File: config.mk
export PLATFORM = sky130hd
export DESIGN_NAME = plot_eval_top
export DESIGN_NICKNAME = d
export VERILOG_FILES = /design/src/fxp_pkg.sv /design/src/plot_pkg.sv /design/src/plot_eval_top.sv /design/src/stack_machine.sv /design/src/rpn_queue.sv /design/src/fixed_point_alu.sv
export SDC_FILE = /design/constraint.sdc
export NUM_CORES = 2
export LEC_CHECK = 0
export BUFFER_PORTS_ARGS = -buffer_cell sky130_fd_sc_hd__buf_2
export CAP_MARGIN = 0
export CORE_ASPECT_RATIO = 0.5
export CORE_MARGIN = 4
export CORE_UTILIZATION = 25
export CTS_CLUSTER_DIAMETER = 60
export DETAILED_ROUTE_END_ITERATION = 8
export GPL_ROUTABILITY_DRIVEN = 0
export PLACE_DENSITY = 0.44
export SKIP_CTS_REPAIR_TIMING = 1
export SLEW_MARGIN = 20
export SYNTH_ARGS = -nofsm -noshare
export SYNTH_HDL_FRONTEND = slang
export SYNTH_HIERARCHICAL = 1
export SYNTH_SLANG_ARGS = --single-unit
File: constraint.sdc
create_clock -name clk -period 18.7 [get_ports clk]
set_input_delay 5.61 -clock clk [delete_from_list [all_inputs] [get_ports clk]]
set_output_delay 5.61 -clock clk [all_outputs]
set_load 0.005 [all_outputs]
File: src/fxp_pkg.sv
package fxp_pkg;

    // signed Q12.8
    localparam int INT_W  = 12;
    localparam int FRAC_W = 8;
    localparam int NUM_W  = INT_W + FRAC_W;

    typedef logic signed [NUM_W-1:0] fxp_t;

    // divide by zero saturates to these
    localparam fxp_t FXP_MAX = {1'b0, {(NUM_W-1){1'b1}}};
    localparam fxp_t FXP_MIN = {1'b1, {(NUM_W-1){1'b0}}};

    localparam fxp_t FXP_ONE = fxp_t'(1 << FRAC_W);

    typedef enum logic [2:0] {
        OP_ADD = 3'd0,
        OP_SUB = 3'd1,
        OP_MUL = 3'd2,
        OP_DIV = 3'd3,
        OP_POW = 3'd4
    } alu_op_e;

    // exponent clamp for the power unit
    localparam int POW_MAX_EXP = 15;

endpackage
File: src/plot_pkg.sv
package plot_pkg;

    // active screen area
    localparam int H_PIXELS = 640;
    localparam int V_PIXELS = 480;

    localparam int X_W = 10;
    localparam int Y_W = 9;

    // pixels per plot unit
    localparam int PLOT_SCALE = 20;

    // token memory
    localparam int QUEUE_SIZE = 64;
    localparam int QIDX_W     = 6;
    localparam int QLEN_W     = 7;

    localparam int STACK_SIZE = 16;

    // msb set means operator, payload below
    localparam int TOK_W = fxp_pkg::NUM_W + 1;

    typedef logic [TOK_W-1:0] token_t;

    // operator code that pushes x
    localparam int TOK_VAR = 6;

endpackage

File: src/plot_eval_top.sv
`timescale 1ns/1ps

module plot_eval_top (
    input  logic                          clk,
    input  logic                          rst_n,
    input  logic                          tok_clear,
    input  logic                          tok_wr,
    input  plot_pkg::token_t              tok_data,
    output logic [plot_pkg::QLEN_W-1:0]   tok_count,
    input  logic                          eval_req,
    input  logic [plot_pkg::X_W-1:0]      x_in,
    output logic                          eval_ack,
    output logic [plot_pkg::Y_W-1:0]      y_out
);

    logic                          get_req;
    logic [plot_pkg::QIDX_W-1:0]   get_index;
    logic                          get_ack;
    plot_pkg::token_t              get_data;
    logic                          alu_req;
    fxp_pkg::alu_op_e              alu_op;
    fxp_pkg::fxp_t                 alu_a;
    fxp_pkg::fxp_t                 alu_b;
    logic                          alu_ack;
    fxp_pkg::fxp_t                 alu_result;

    rpn_queue i_queue (
        .clk       (clk),
        .rst_n     (rst_n),
        .tok_clear (tok_clear),
        .tok_wr    (tok_wr),
        .tok_data  (tok_data),
        .tok_count (tok_count),
        .get_req   (get_req),
        .get_index (get_index),
        .get_ack   (get_ack),
        .get_data  (get_data)
    );

    stack_machine i_machine (
        .clk        (clk),
        .rst_n      (rst_n),
        .eval_req   (eval_req),
        .x_in       (x_in),
        .eval_ack   (eval_ack),
        .y_out      (y_out),
        .tok_count  (tok_count),
        .get_req    (get_req),
        .get_index  (get_index),
        .get_ack    (get_ack),
        .get_data   (get_data),
        .alu_req    (alu_req),
        .alu_op     (alu_op),
        .alu_a      (alu_a),
        .alu_b      (alu_b),
        .alu_ack    (alu_ack),
        .alu_result (alu_result)
    );

    fixed_point_alu i_alu (
        .clk        (clk),
        .rst_n      (rst_n),
        .alu_req    (alu_req),
        .alu_op     (alu_op),
        .alu_a      (alu_a),
        .alu_b      (alu_b),
        .alu_ack    (alu_ack),
        .alu_result (alu_result)
    );

endmodule

File: src/stack_machine.sv
`timescale 1ns/1ps

module stack_machine (
    input  logic                          clk,
    input  logic                          rst_n,
    input  logic                          eval_req,
    input  logic [plot_pkg::X_W-1:0]      x_in,
    output logic                          eval_ack,
    output logic [plot_pkg::Y_W-1:0]      y_out,
    input  logic [plot_pkg::QLEN_W-1:0]   tok_count,
    output logic                          get_req,
    output logic [plot_pkg::QIDX_W-1:0]   get_index,
    input  logic                          get_ack,
    input  plot_pkg::token_t              get_data,
    output logic                          alu_req,
    output fxp_pkg::alu_op_e              alu_op,
    output fxp_pkg::fxp_t                 alu_a,
    output fxp_pkg::fxp_t                 alu_b,
    input  logic                          alu_ack,
    input  fxp_pkg::fxp_t                 alu_result
);

    localparam int SP_W = $clog2(plot_pkg::STACK_SIZE);

    typedef enum logic [3:0] {
        S_IDLE,
        S_X_DIV,
        S_X_SAVE,
        S_FETCH,
        S_GET_WAIT,
        S_GET_DROP,
        S_OP_SAVE,
        S_Y_MUL,
        S_Y_SUB,
        S_Y_SAVE,
        S_ALU_WAIT,
        S_ALU_DROP,
        S_DONE
    } state_e;

    state_e                       state;
    state_e                       ret;
    fxp_pkg::fxp_t                x_val;
    fxp_pkg::fxp_t                alu_val;
    plot_pkg::token_t             tok;
    logic [plot_pkg::QLEN_W-1:0]  tok_pos;
    fxp_pkg::fxp_t                stack [plot_pkg::STACK_SIZE];
    logic [SP_W-1:0]              sp;

    assign get_index = tok_pos[plot_pkg::QIDX_W-1:0];

    function automatic fxp_pkg::fxp_t int_to_fxp(input int v);
        return fxp_pkg::fxp_t'(v << fxp_pkg::FRAC_W);
    endfunction

    // start an ALU request, resume at next once ack has dropped
    task automatic alu_issue(input fxp_pkg::alu_op_e op,
                             input fxp_pkg::fxp_t    a,
                             input fxp_pkg::fxp_t    b,
                             input state_e           next);
        alu_op  <= op;
        alu_a   <= a;
        alu_b   <= b;
        alu_req <= 1'b1;
        ret     <= next;
        state   <= S_ALU_WAIT;
    endtask

    always_ff @(posedge clk) begin
        if (!rst_n) begin
            state    <= S_IDLE;
            eval_ack <= 1'b0;
            get_req  <= 1'b0;
            alu_req  <= 1'b0;
            tok_pos  <= '0;
            sp       <= '0;
        end else begin
            case (state)
                S_IDLE: begin
                    if (eval_req) begin
                        tok_pos <= '0;
                        sp      <= '0;
                        // x - 320 first
                        alu_issue(fxp_pkg::OP_SUB,
                                  fxp_pkg::fxp_t'({x_in, {fxp_pkg::FRAC_W{1'b0}}}),
                                  int_to_fxp(plot_pkg::H_PIXELS / 2), S_X_DIV);
                    end
                end
                S_X_DIV: begin
                    alu_issue(fxp_pkg::OP_DIV, alu_val,
                              int_to_fxp(plot_pkg::PLOT_SCALE), S_X_SAVE);
                end
                S_X_SAVE: begin
                    x_val <= alu_val;
                    state <= S_FETCH;
                end
                S_FETCH: begin
                    if (tok_pos >= tok_count) begin
                        state <= S_Y_MUL;
                    end else begin
                        get_req <= 1'b1;
                        state   <= S_GET_WAIT;
                    end
                end
                S_GET_WAIT: begin
                    if (get_ack) begin
                        tok     <= get_data;
                        get_req <= 1'b0;
                        tok_pos <= tok_pos + 1'b1;
                        state   <= S_GET_DROP;
                    end
                end
                S_GET_DROP: begin
                    // decode once the queue has released the port
                    if (!get_ack) begin
                        if (!tok[plot_pkg::TOK_W-1]) begin
                            stack[sp] <= fxp_pkg::fxp_t'(tok[fxp_pkg::NUM_W-1:0]);
                            sp        <= sp + 1'b1;
                            state     <= S_FETCH;
                        end else if (tok[2:0] == 3'(plot_pkg::TOK_VAR)) begin
                            stack[sp] <= x_val;
                            sp        <= sp + 1'b1;
                            state     <= S_FETCH;
                        end else begin
                            alu_issue(fxp_pkg::alu_op_e'(tok[2:0]), stack[sp - 2'd2],
                                      stack[sp - 1'b1], S_OP_SAVE);
                        end
                    end
                end
                S_OP_SAVE: begin
                    stack[sp - 2'd2] <= alu_val;
                    sp               <= sp - 1'b1;
                    state            <= S_FETCH;
                end
                S_Y_MUL: begin
                    alu_issue(fxp_pkg::OP_MUL, stack[0],
                              int_to_fxp(plot_pkg::PLOT_SCALE), S_Y_SUB);
                end
                S_Y_SUB: begin
                    alu_issue(fxp_pkg::OP_SUB, int_to_fxp(plot_pkg::V_PIXELS / 2),
                              alu_val, S_Y_SAVE);
                end
                S_Y_SAVE: begin
                    y_out    <= alu_val[fxp_pkg::FRAC_W +: plot_pkg::Y_W];
                    eval_ack <= 1'b1;
                    state    <= S_DONE;
                end
                S_ALU_WAIT: begin
                    if (alu_ack) begin
                        alu_val <= alu_result;
                        alu_req <= 1'b0;
                        state   <= S_ALU_DROP;
                    end
                end
                S_ALU_DROP: begin
                    if (!alu_ack) begin
                        state <= ret;
                    end
                end
                S_DONE: begin
                    if (!eval_req) begin
                        eval_ack <= 1'b0;
                        state    <= S_IDLE;
                    end
                end
                default: state <= S_IDLE;
            endcase
        end
    end

endmodule

File: src/rpn_queue.sv
`timescale 1ns/1ps

module rpn_queue (
    input  logic                          clk,
    input  logic                          rst_n,
    input  logic                          tok_clear,
    input  logic                          tok_wr,
    input  plot_pkg::token_t              tok_data,
    output logic [plot_pkg::QLEN_W-1:0]   tok_count,
    input  logic                          get_req,
    input  logic [plot_pkg::QIDX_W-1:0]   get_index,
    output logic                          get_ack,
    output plot_pkg::token_t              get_data
);

    plot_pkg::token_t mem [plot_pkg::QUEUE_SIZE];
    logic             wr_ok;

    // writes to a full queue are dropped
    assign wr_ok = tok_wr && !tok_clear && (tok_count < plot_pkg::QUEUE_SIZE);

    always_ff @(posedge clk) begin
        if (!rst_n) begin
            tok_count <= '0;
        end else if (tok_clear) begin
            tok_count <= '0;
        end else if (wr_ok) begin
            tok_count <= tok_count + 1'b1;
        end
    end

    always_ff @(posedge clk) begin
        if (wr_ok) begin
            mem[tok_count[plot_pkg::QIDX_W-1:0]] <= tok_data;
        end
    end

    // read port, token held until the request drops
    always_ff @(posedge clk) begin
        if (!rst_n) begin
            get_ack <= 1'b0;
        end else if (get_req && !get_ack) begin
            get_ack <= 1'b1;
        end else if (!get_req) begin
            get_ack <= 1'b0;
        end
    end

    always_ff @(posedge clk) begin
        if (get_req && !get_ack) begin
            get_data <= mem[get_index];
        end
    end

endmodule

File: src/fixed_point_alu.sv
`timescale 1ns/1ps

module fixed_point_alu (
    input  logic             clk,
    input  logic             rst_n,
    input  logic             alu_req,
    input  fxp_pkg::alu_op_e alu_op,
    input  fxp_pkg::fxp_t    alu_a,
    input  fxp_pkg::fxp_t    alu_b,
    output logic             alu_ack,
    output fxp_pkg::fxp_t    alu_result
);

    // dividend is |a| shifted up by the fraction width
    localparam int DIV_BITS = fxp_pkg::NUM_W + fxp_pkg::FRAC_W;
    localparam int ACC_W    = fxp_pkg::NUM_W + 1 + DIV_BITS;

    typedef enum logic [1:0] {
        S_IDLE,
        S_CALC,
        S_HOLD
    } state_e;

    state_e                              state;
    fxp_pkg::alu_op_e                    op_q;
    fxp_pkg::fxp_t                       base;
    logic [4:0]                          cnt;
    logic [ACC_W-1:0]                    div_acc;
    logic [ACC_W-1:0]                    div_once;
    logic [ACC_W-1:0]                    div_next;
    logic [fxp_pkg::NUM_W-1:0]           div_dvs;
    logic [fxp_pkg::NUM_W-1:0]           div_q;
    logic                                div_neg;
    logic [fxp_pkg::NUM_W-1:0]           mag_a;
    logic [fxp_pkg::NUM_W-1:0]           mag_b;
    fxp_pkg::fxp_t                       mul_x;
    fxp_pkg::fxp_t                       mul_y;
    fxp_pkg::fxp_t                       mul_res;
    logic signed [2*fxp_pkg::NUM_W-1:0]  product;
    fxp_pkg::fxp_t                       pow_int;
    logic [4:0]                          pow_n;

    // one restoring shift-subtract step
    function automatic logic [ACC_W-1:0] div_step(input logic [ACC_W-1:0]          acc_in,
                                                  input logic [fxp_pkg::NUM_W-1:0] dvs);
        logic [ACC_W-1:0]          acc;
        logic [fxp_pkg::NUM_W:0]   rem;
        acc = acc_in << 1;
        rem = acc[ACC_W-1:DIV_BITS];
        if (rem >= {1'b0, dvs}) begin
            acc[ACC_W-1:DIV_BITS] = rem - {1'b0, dvs};
            acc[0]                = 1'b1;
        end
        return acc;
    endfunction

    // shared multiplier, power loop reuses it on the running result
    assign mul_x   = (state == S_CALC) ? alu_result : alu_a;
    assign mul_y   = (state == S_CALC) ? base : alu_b;
    assign product = mul_x * mul_y;
    assign mul_res = product[fxp_pkg::FRAC_W +: fxp_pkg::NUM_W];

    assign mag_a = alu_a[fxp_pkg::NUM_W-1] ? -alu_a : alu_a;
    assign mag_b = alu_b[fxp_pkg::NUM_W-1] ? -alu_b : alu_b;

    // first FRAC_W cycles retire two quotient bits each
    assign div_once = div_step(div_acc, div_dvs);
    assign div_next = (cnt < fxp_pkg::FRAC_W) ? div_step(div_once, div_dvs) : div_once;
    assign div_q    = div_next[fxp_pkg::NUM_W-1:0];

    // floor of b, clamped
    assign pow_int = alu_b >>> fxp_pkg::FRAC_W;

    always_comb begin
        if (pow_int <= 0) begin
            pow_n = '0;
        end else if (pow_int > fxp_pkg::POW_MAX_EXP) begin
            pow_n = 5'(fxp_pkg::POW_MAX_EXP);
        end else begin
            pow_n = pow_int[4:0];
        end
    end

    always_ff @(posedge clk) begin
        if (!rst_n) begin
            state   <= S_IDLE;
            alu_ack <= 1'b0;
        end else begin
            case (state)
                S_IDLE: begin
                    if (alu_req) begin
                        op_q  <= alu_op;
                        base  <= alu_a;
                        cnt   <= '0;
                        state <= S_HOLD;
                        alu_ack <= 1'b1;
                        case (alu_op)
                            fxp_pkg::OP_ADD: alu_result <= alu_a + alu_b;
                            fxp_pkg::OP_SUB: alu_result <= alu_a - alu_b;
                            fxp_pkg::OP_MUL: alu_result <= mul_res;
                            fxp_pkg::OP_DIV: begin
                                if (alu_b == '0) begin
                                    alu_result <= alu_a[fxp_pkg::NUM_W-1] ?
                                                  fxp_pkg::FXP_MIN : fxp_pkg::FXP_MAX;
                                end else begin
                                    div_acc <= {{(fxp_pkg::NUM_W+1){1'b0}}, mag_a,
                                                {fxp_pkg::FRAC_W{1'b0}}};
                                    div_dvs <= mag_b;
                                    div_neg <= alu_a[fxp_pkg::NUM_W-1] ^
                                               alu_b[fxp_pkg::NUM_W-1];
                                    state   <= S_CALC;
                                    alu_ack <= 1'b0;
                                end
                            end
                            fxp_pkg::OP_POW: begin
                                if (pow_n == '0) begin
                                    alu_result <= fxp_pkg::FXP_ONE;
                                end else begin
                                    alu_result <= alu_a;
                                    cnt        <= pow_n - 5'd1;
                                    if (pow_n != 5'd1) begin
                                        state   <= S_CALC;
                                        alu_ack <= 1'b0;
                                    end
                                end
                            end
                            default: alu_result <= '0;
                        endcase
                    end
                end
                S_CALC: begin
                    if (op_q == fxp_pkg::OP_DIV) begin
                        div_acc <= div_next;
                        cnt     <= cnt + 5'd1;
                        if (cnt == 5'(fxp_pkg::NUM_W - 1)) begin
                            alu_result <= div_neg ? -div_q : div_q;
                            alu_ack    <= 1'b1;
                            state      <= S_HOLD;
                        end
                    end else begin
                        alu_result <= mul_res;
                        cnt        <= cnt - 5'd1;
                        if (cnt == 5'd1) begin
                            alu_ack <= 1'b1;
                            state   <= S_HOLD;
                        end
                    end
                end
                S_HOLD: begin
                    if (!alu_req) begin
                        alu_ack <= 1'b0;
                        state   <= S_IDLE;
                    end
                end
                default: state <= S_IDLE;
            endcase
        end
    end

endmodule

==> results.json <==
{
  "hpwl_um": 185700,
  "ys_ff_latch": 1948,
  "setup_violations": 0,
  "placed_area_um2": 102600,
  "route.detailed.drc": 0,
  "syn_nets": 6745,
  "layout-drive-gt1-share": 0.1872,
  "num_vias": 54767,
  "cts_buffer_depth": 4,
  "overflow": 0,
  "wirelength_um": 293700,
  "hold_class": "reg -> reg",
  "fp.coreArea_um2": 380400,
  "end_kind": "register",
  "finalCritPeriodShare": 0.4865,
  "arrival_ps": 9650,
  "wl_per_cell_um": 25.15,
  "drt_iter0_markers": 4859,
  "die_w_um": 882.5,
  "dominantRegCellSynth": "edfxtp_1",
  "outcome": "finished clean",
  "final_nets": 6902,
  "drt_first_pass_iters": 5,
  "area_growth_pct": 14.03,
  "num_rows": 160,
  "clkSlewWorstSetupHoldPaths_ps": 70,
  "yosysMostFrequentCell": "edfxtp_1",
  "cts-root-buf": "clkbuf_16",
  "yosysTopAreaCellShare": 0.6028,
  "path_max_fanout": 41,
  "relSlewSlack": 0.2531,
  "drv_slew": 0,
  "ys_seq_area_frac": 0.6088,
  "grt_max_degree": 102,
  "maxCapViolCount": 0,
  "critPathLaunchType": "register",
  "worst_pin_slew_ps": 1118,
  "antenna_found_initial": 20,
  "fin_setup_tns_ps": 0,
  "grt_setup_unrepaired": "no",
  "ys_types": 100,
  "antenna_left": 0,
  "synth-edff-count": 1919,
  "grt_pass1_wl_um": 420300,
  "worstPathRequired_ps": 19250,
  "pin_count": 53,
  "via_per_inst": 4.691,
  "numClockSinks": 1948,
  "async_flop_share": 0,
  "timing.fmax_mhz": 109.9,
  "finClkSkew_ps": 94.67,
  "cpMostUsedCell": "fa_1",
  "final_util": 0.2866,
  "cp_slowest_cell": "buf_4",
  "port_buffers": 52,
  "die-area_um2": 393000,
  "finalHoldViolations": 0,
  "fin_crit_ps": 9098,
  "ys.warnings.count": 6,
  "syn-instance-count": 6252,
  "start_util": 0.2513,
  "insertion_delay_ps": 880,
  "grt_pass1_vias": 55718,
  "grtUsageTotal": 0.1462,
  "cts_tree": "yes",
  "htreeDepth": 4,
  "synth_top_cell_by_area": "edfxtp_1",
  "max_stage_delay_ps": 620,
  "finish.instance_area_um2": 109000,
  "synth.avg_cell_area_um2": 15.29,
  "cts_buffers": 205,
  "critPathKind": "reg -> reg",
  "holdWs_ps": 410.4,
  "yosys-top-cells-count": "edfxtp_1, nand2_1, inv_1, nor2_1, mux4_2",
  "syn-cell-area_um2": 95600,
  "die_y_um": 445.3,
  "synthTopCellsByArea": "edfxtp_1, mux4_2, fa_1"
}
## final cells by class
type	count	area [um^2]
clock inverters	116	1015
multi-input cells	3507	34230
flip-flops and latches	1948	58230
clock buffers	248	5344
repair buffers	292	2091
fillers	38214	271300
well taps	5103	6385
inverters	455	1709
diodes	6	15.01
## cell usage in the layout, fill, tap and decap left out, types with 22 or more instances in the layout
cell,instances
inv_1,453
or2_2,41
nor2_1,371
mux2_2,66
clkbuf_1,40
xor2_1,57
nor3_1,42
nor2_2,77
fa_1,281
nor2b_1,28
mux4_2,389
buf_2,52
o22ai_1,27
mux2i_1,333
clkinv_2,34
a22oi_1,45
edfxtp_1,1919
a21oi_1,126
nand3_1,62
o21ai_1,35
a221oi_1,72
nand2_1,455
nand4_1,22
o21ai_0,135
ha_1,174
clkinv_1,42
a211oi_1,48
buf_4,237
dfxtp_1,22
a21o_1,41
and3_1,26
clkbuf_16,207
xnor2_1,119
a31oi_1,24
nand2b_1,34
## sequential cells by signal, summed over array words and instances, names as in the netlist, 3 cells and up
| name | flops |
|---|---|
| i_machine/y_out | 9 |
| i_alu/alu_result | 20 |
| i_machine/state | 4 |
| i_machine/ret | 4 |
| i_alu/div_dvs | 20 |
| i_machine/x_val | 20 |
| i_machine/sp | 4 |
| i_queue/tok_count | 7 |
| i_machine/tok | 21 |
| i_machine/alu_b | 20 |
| i_machine/alu_op | 3 |
| i_machine/alu_a | 20 |
| i_machine/tok_pos | 7 |
| i_machine/stack | 320 |
| i_machine/alu_val | 20 |
| i_queue/mem | 1344 |
| i_queue/get_data | 21 |
| i_alu/op_q | 3 |
| i_alu/div_acc | 48 |
| i_alu/base | 20 |
| i_alu/cnt | 5 |
## cell families (layout without fill, tap and decap cells)
logic type / Yosys count / after routing / synth area share
adder cells (fa/ha/maj): 457 / 457 / 0.08188
flip-flops: 1948 / 1948 / 0.6088
AND/OR/NAND/NOR: 1267 / 1267 / 0.05900
other: 0 / 6 / 0
buffers and inverters: 797 / 1111 / 0.03773
XOR/XNOR: 177 / 177 / 0.01622
multiplexers: 805 / 805 / 0.1372
AO/OA/AOI/OAI: 801 / 801 / 0.05909
## final timing paths
kind,from,to,slack (ps),cells past startpoint
setup / recovery,i_alu/state[1]$_SDFFE_PN0P_,i_alu/alu_result[19]$_DFFE_PP_,9600,28
hold / removal,i_queue/get_data[20]$_DFFE_PP_,i_machine/tok[20]$_DFFE_PP_,410,0
setup reg to reg,i_alu/state[1]$_SDFFE_PN0P_,i_alu/alu_result[19]$_DFFE_PP_,9600,28
hold reg to reg,i_queue/get_data[20]$_DFFE_PP_,i_machine/tok[20]$_DFFE_PP_,410,0
## worst max-delay path, delay by kind of cell, from the launching register on
family                   cells  cell delay, ps
multiplexers                 1             270
buffers and inverters        7            1240
XOR/XNOR                     1             270
adder cells (fa/ha/maj)      9            4180
AND/OR/NAND/NOR              1             110
flip-flops                   1             330
AO/OA/AOI/OAI                9            2390
## layer usage
layer,track usage,routed length (um),vias up
met5,0,0,-
met3,0.01904,13800,340
li1,-,-,24004
met2,0.2387,138400,1446
met4,0.03391,7073,0
met1,0.2073,134400,28977
## per-stage QoR
step                setup slack, ps  cells
floorplan                      9992   6252
CTS                            9613  11668
detailed placement             9648  11304
finish                         9602  11675
global placement               9735  11304
global route                   9048  11670
Power is not shown: default switching activity piles up to over one toggle a cycle in this logic, so the estimate is an artifact.
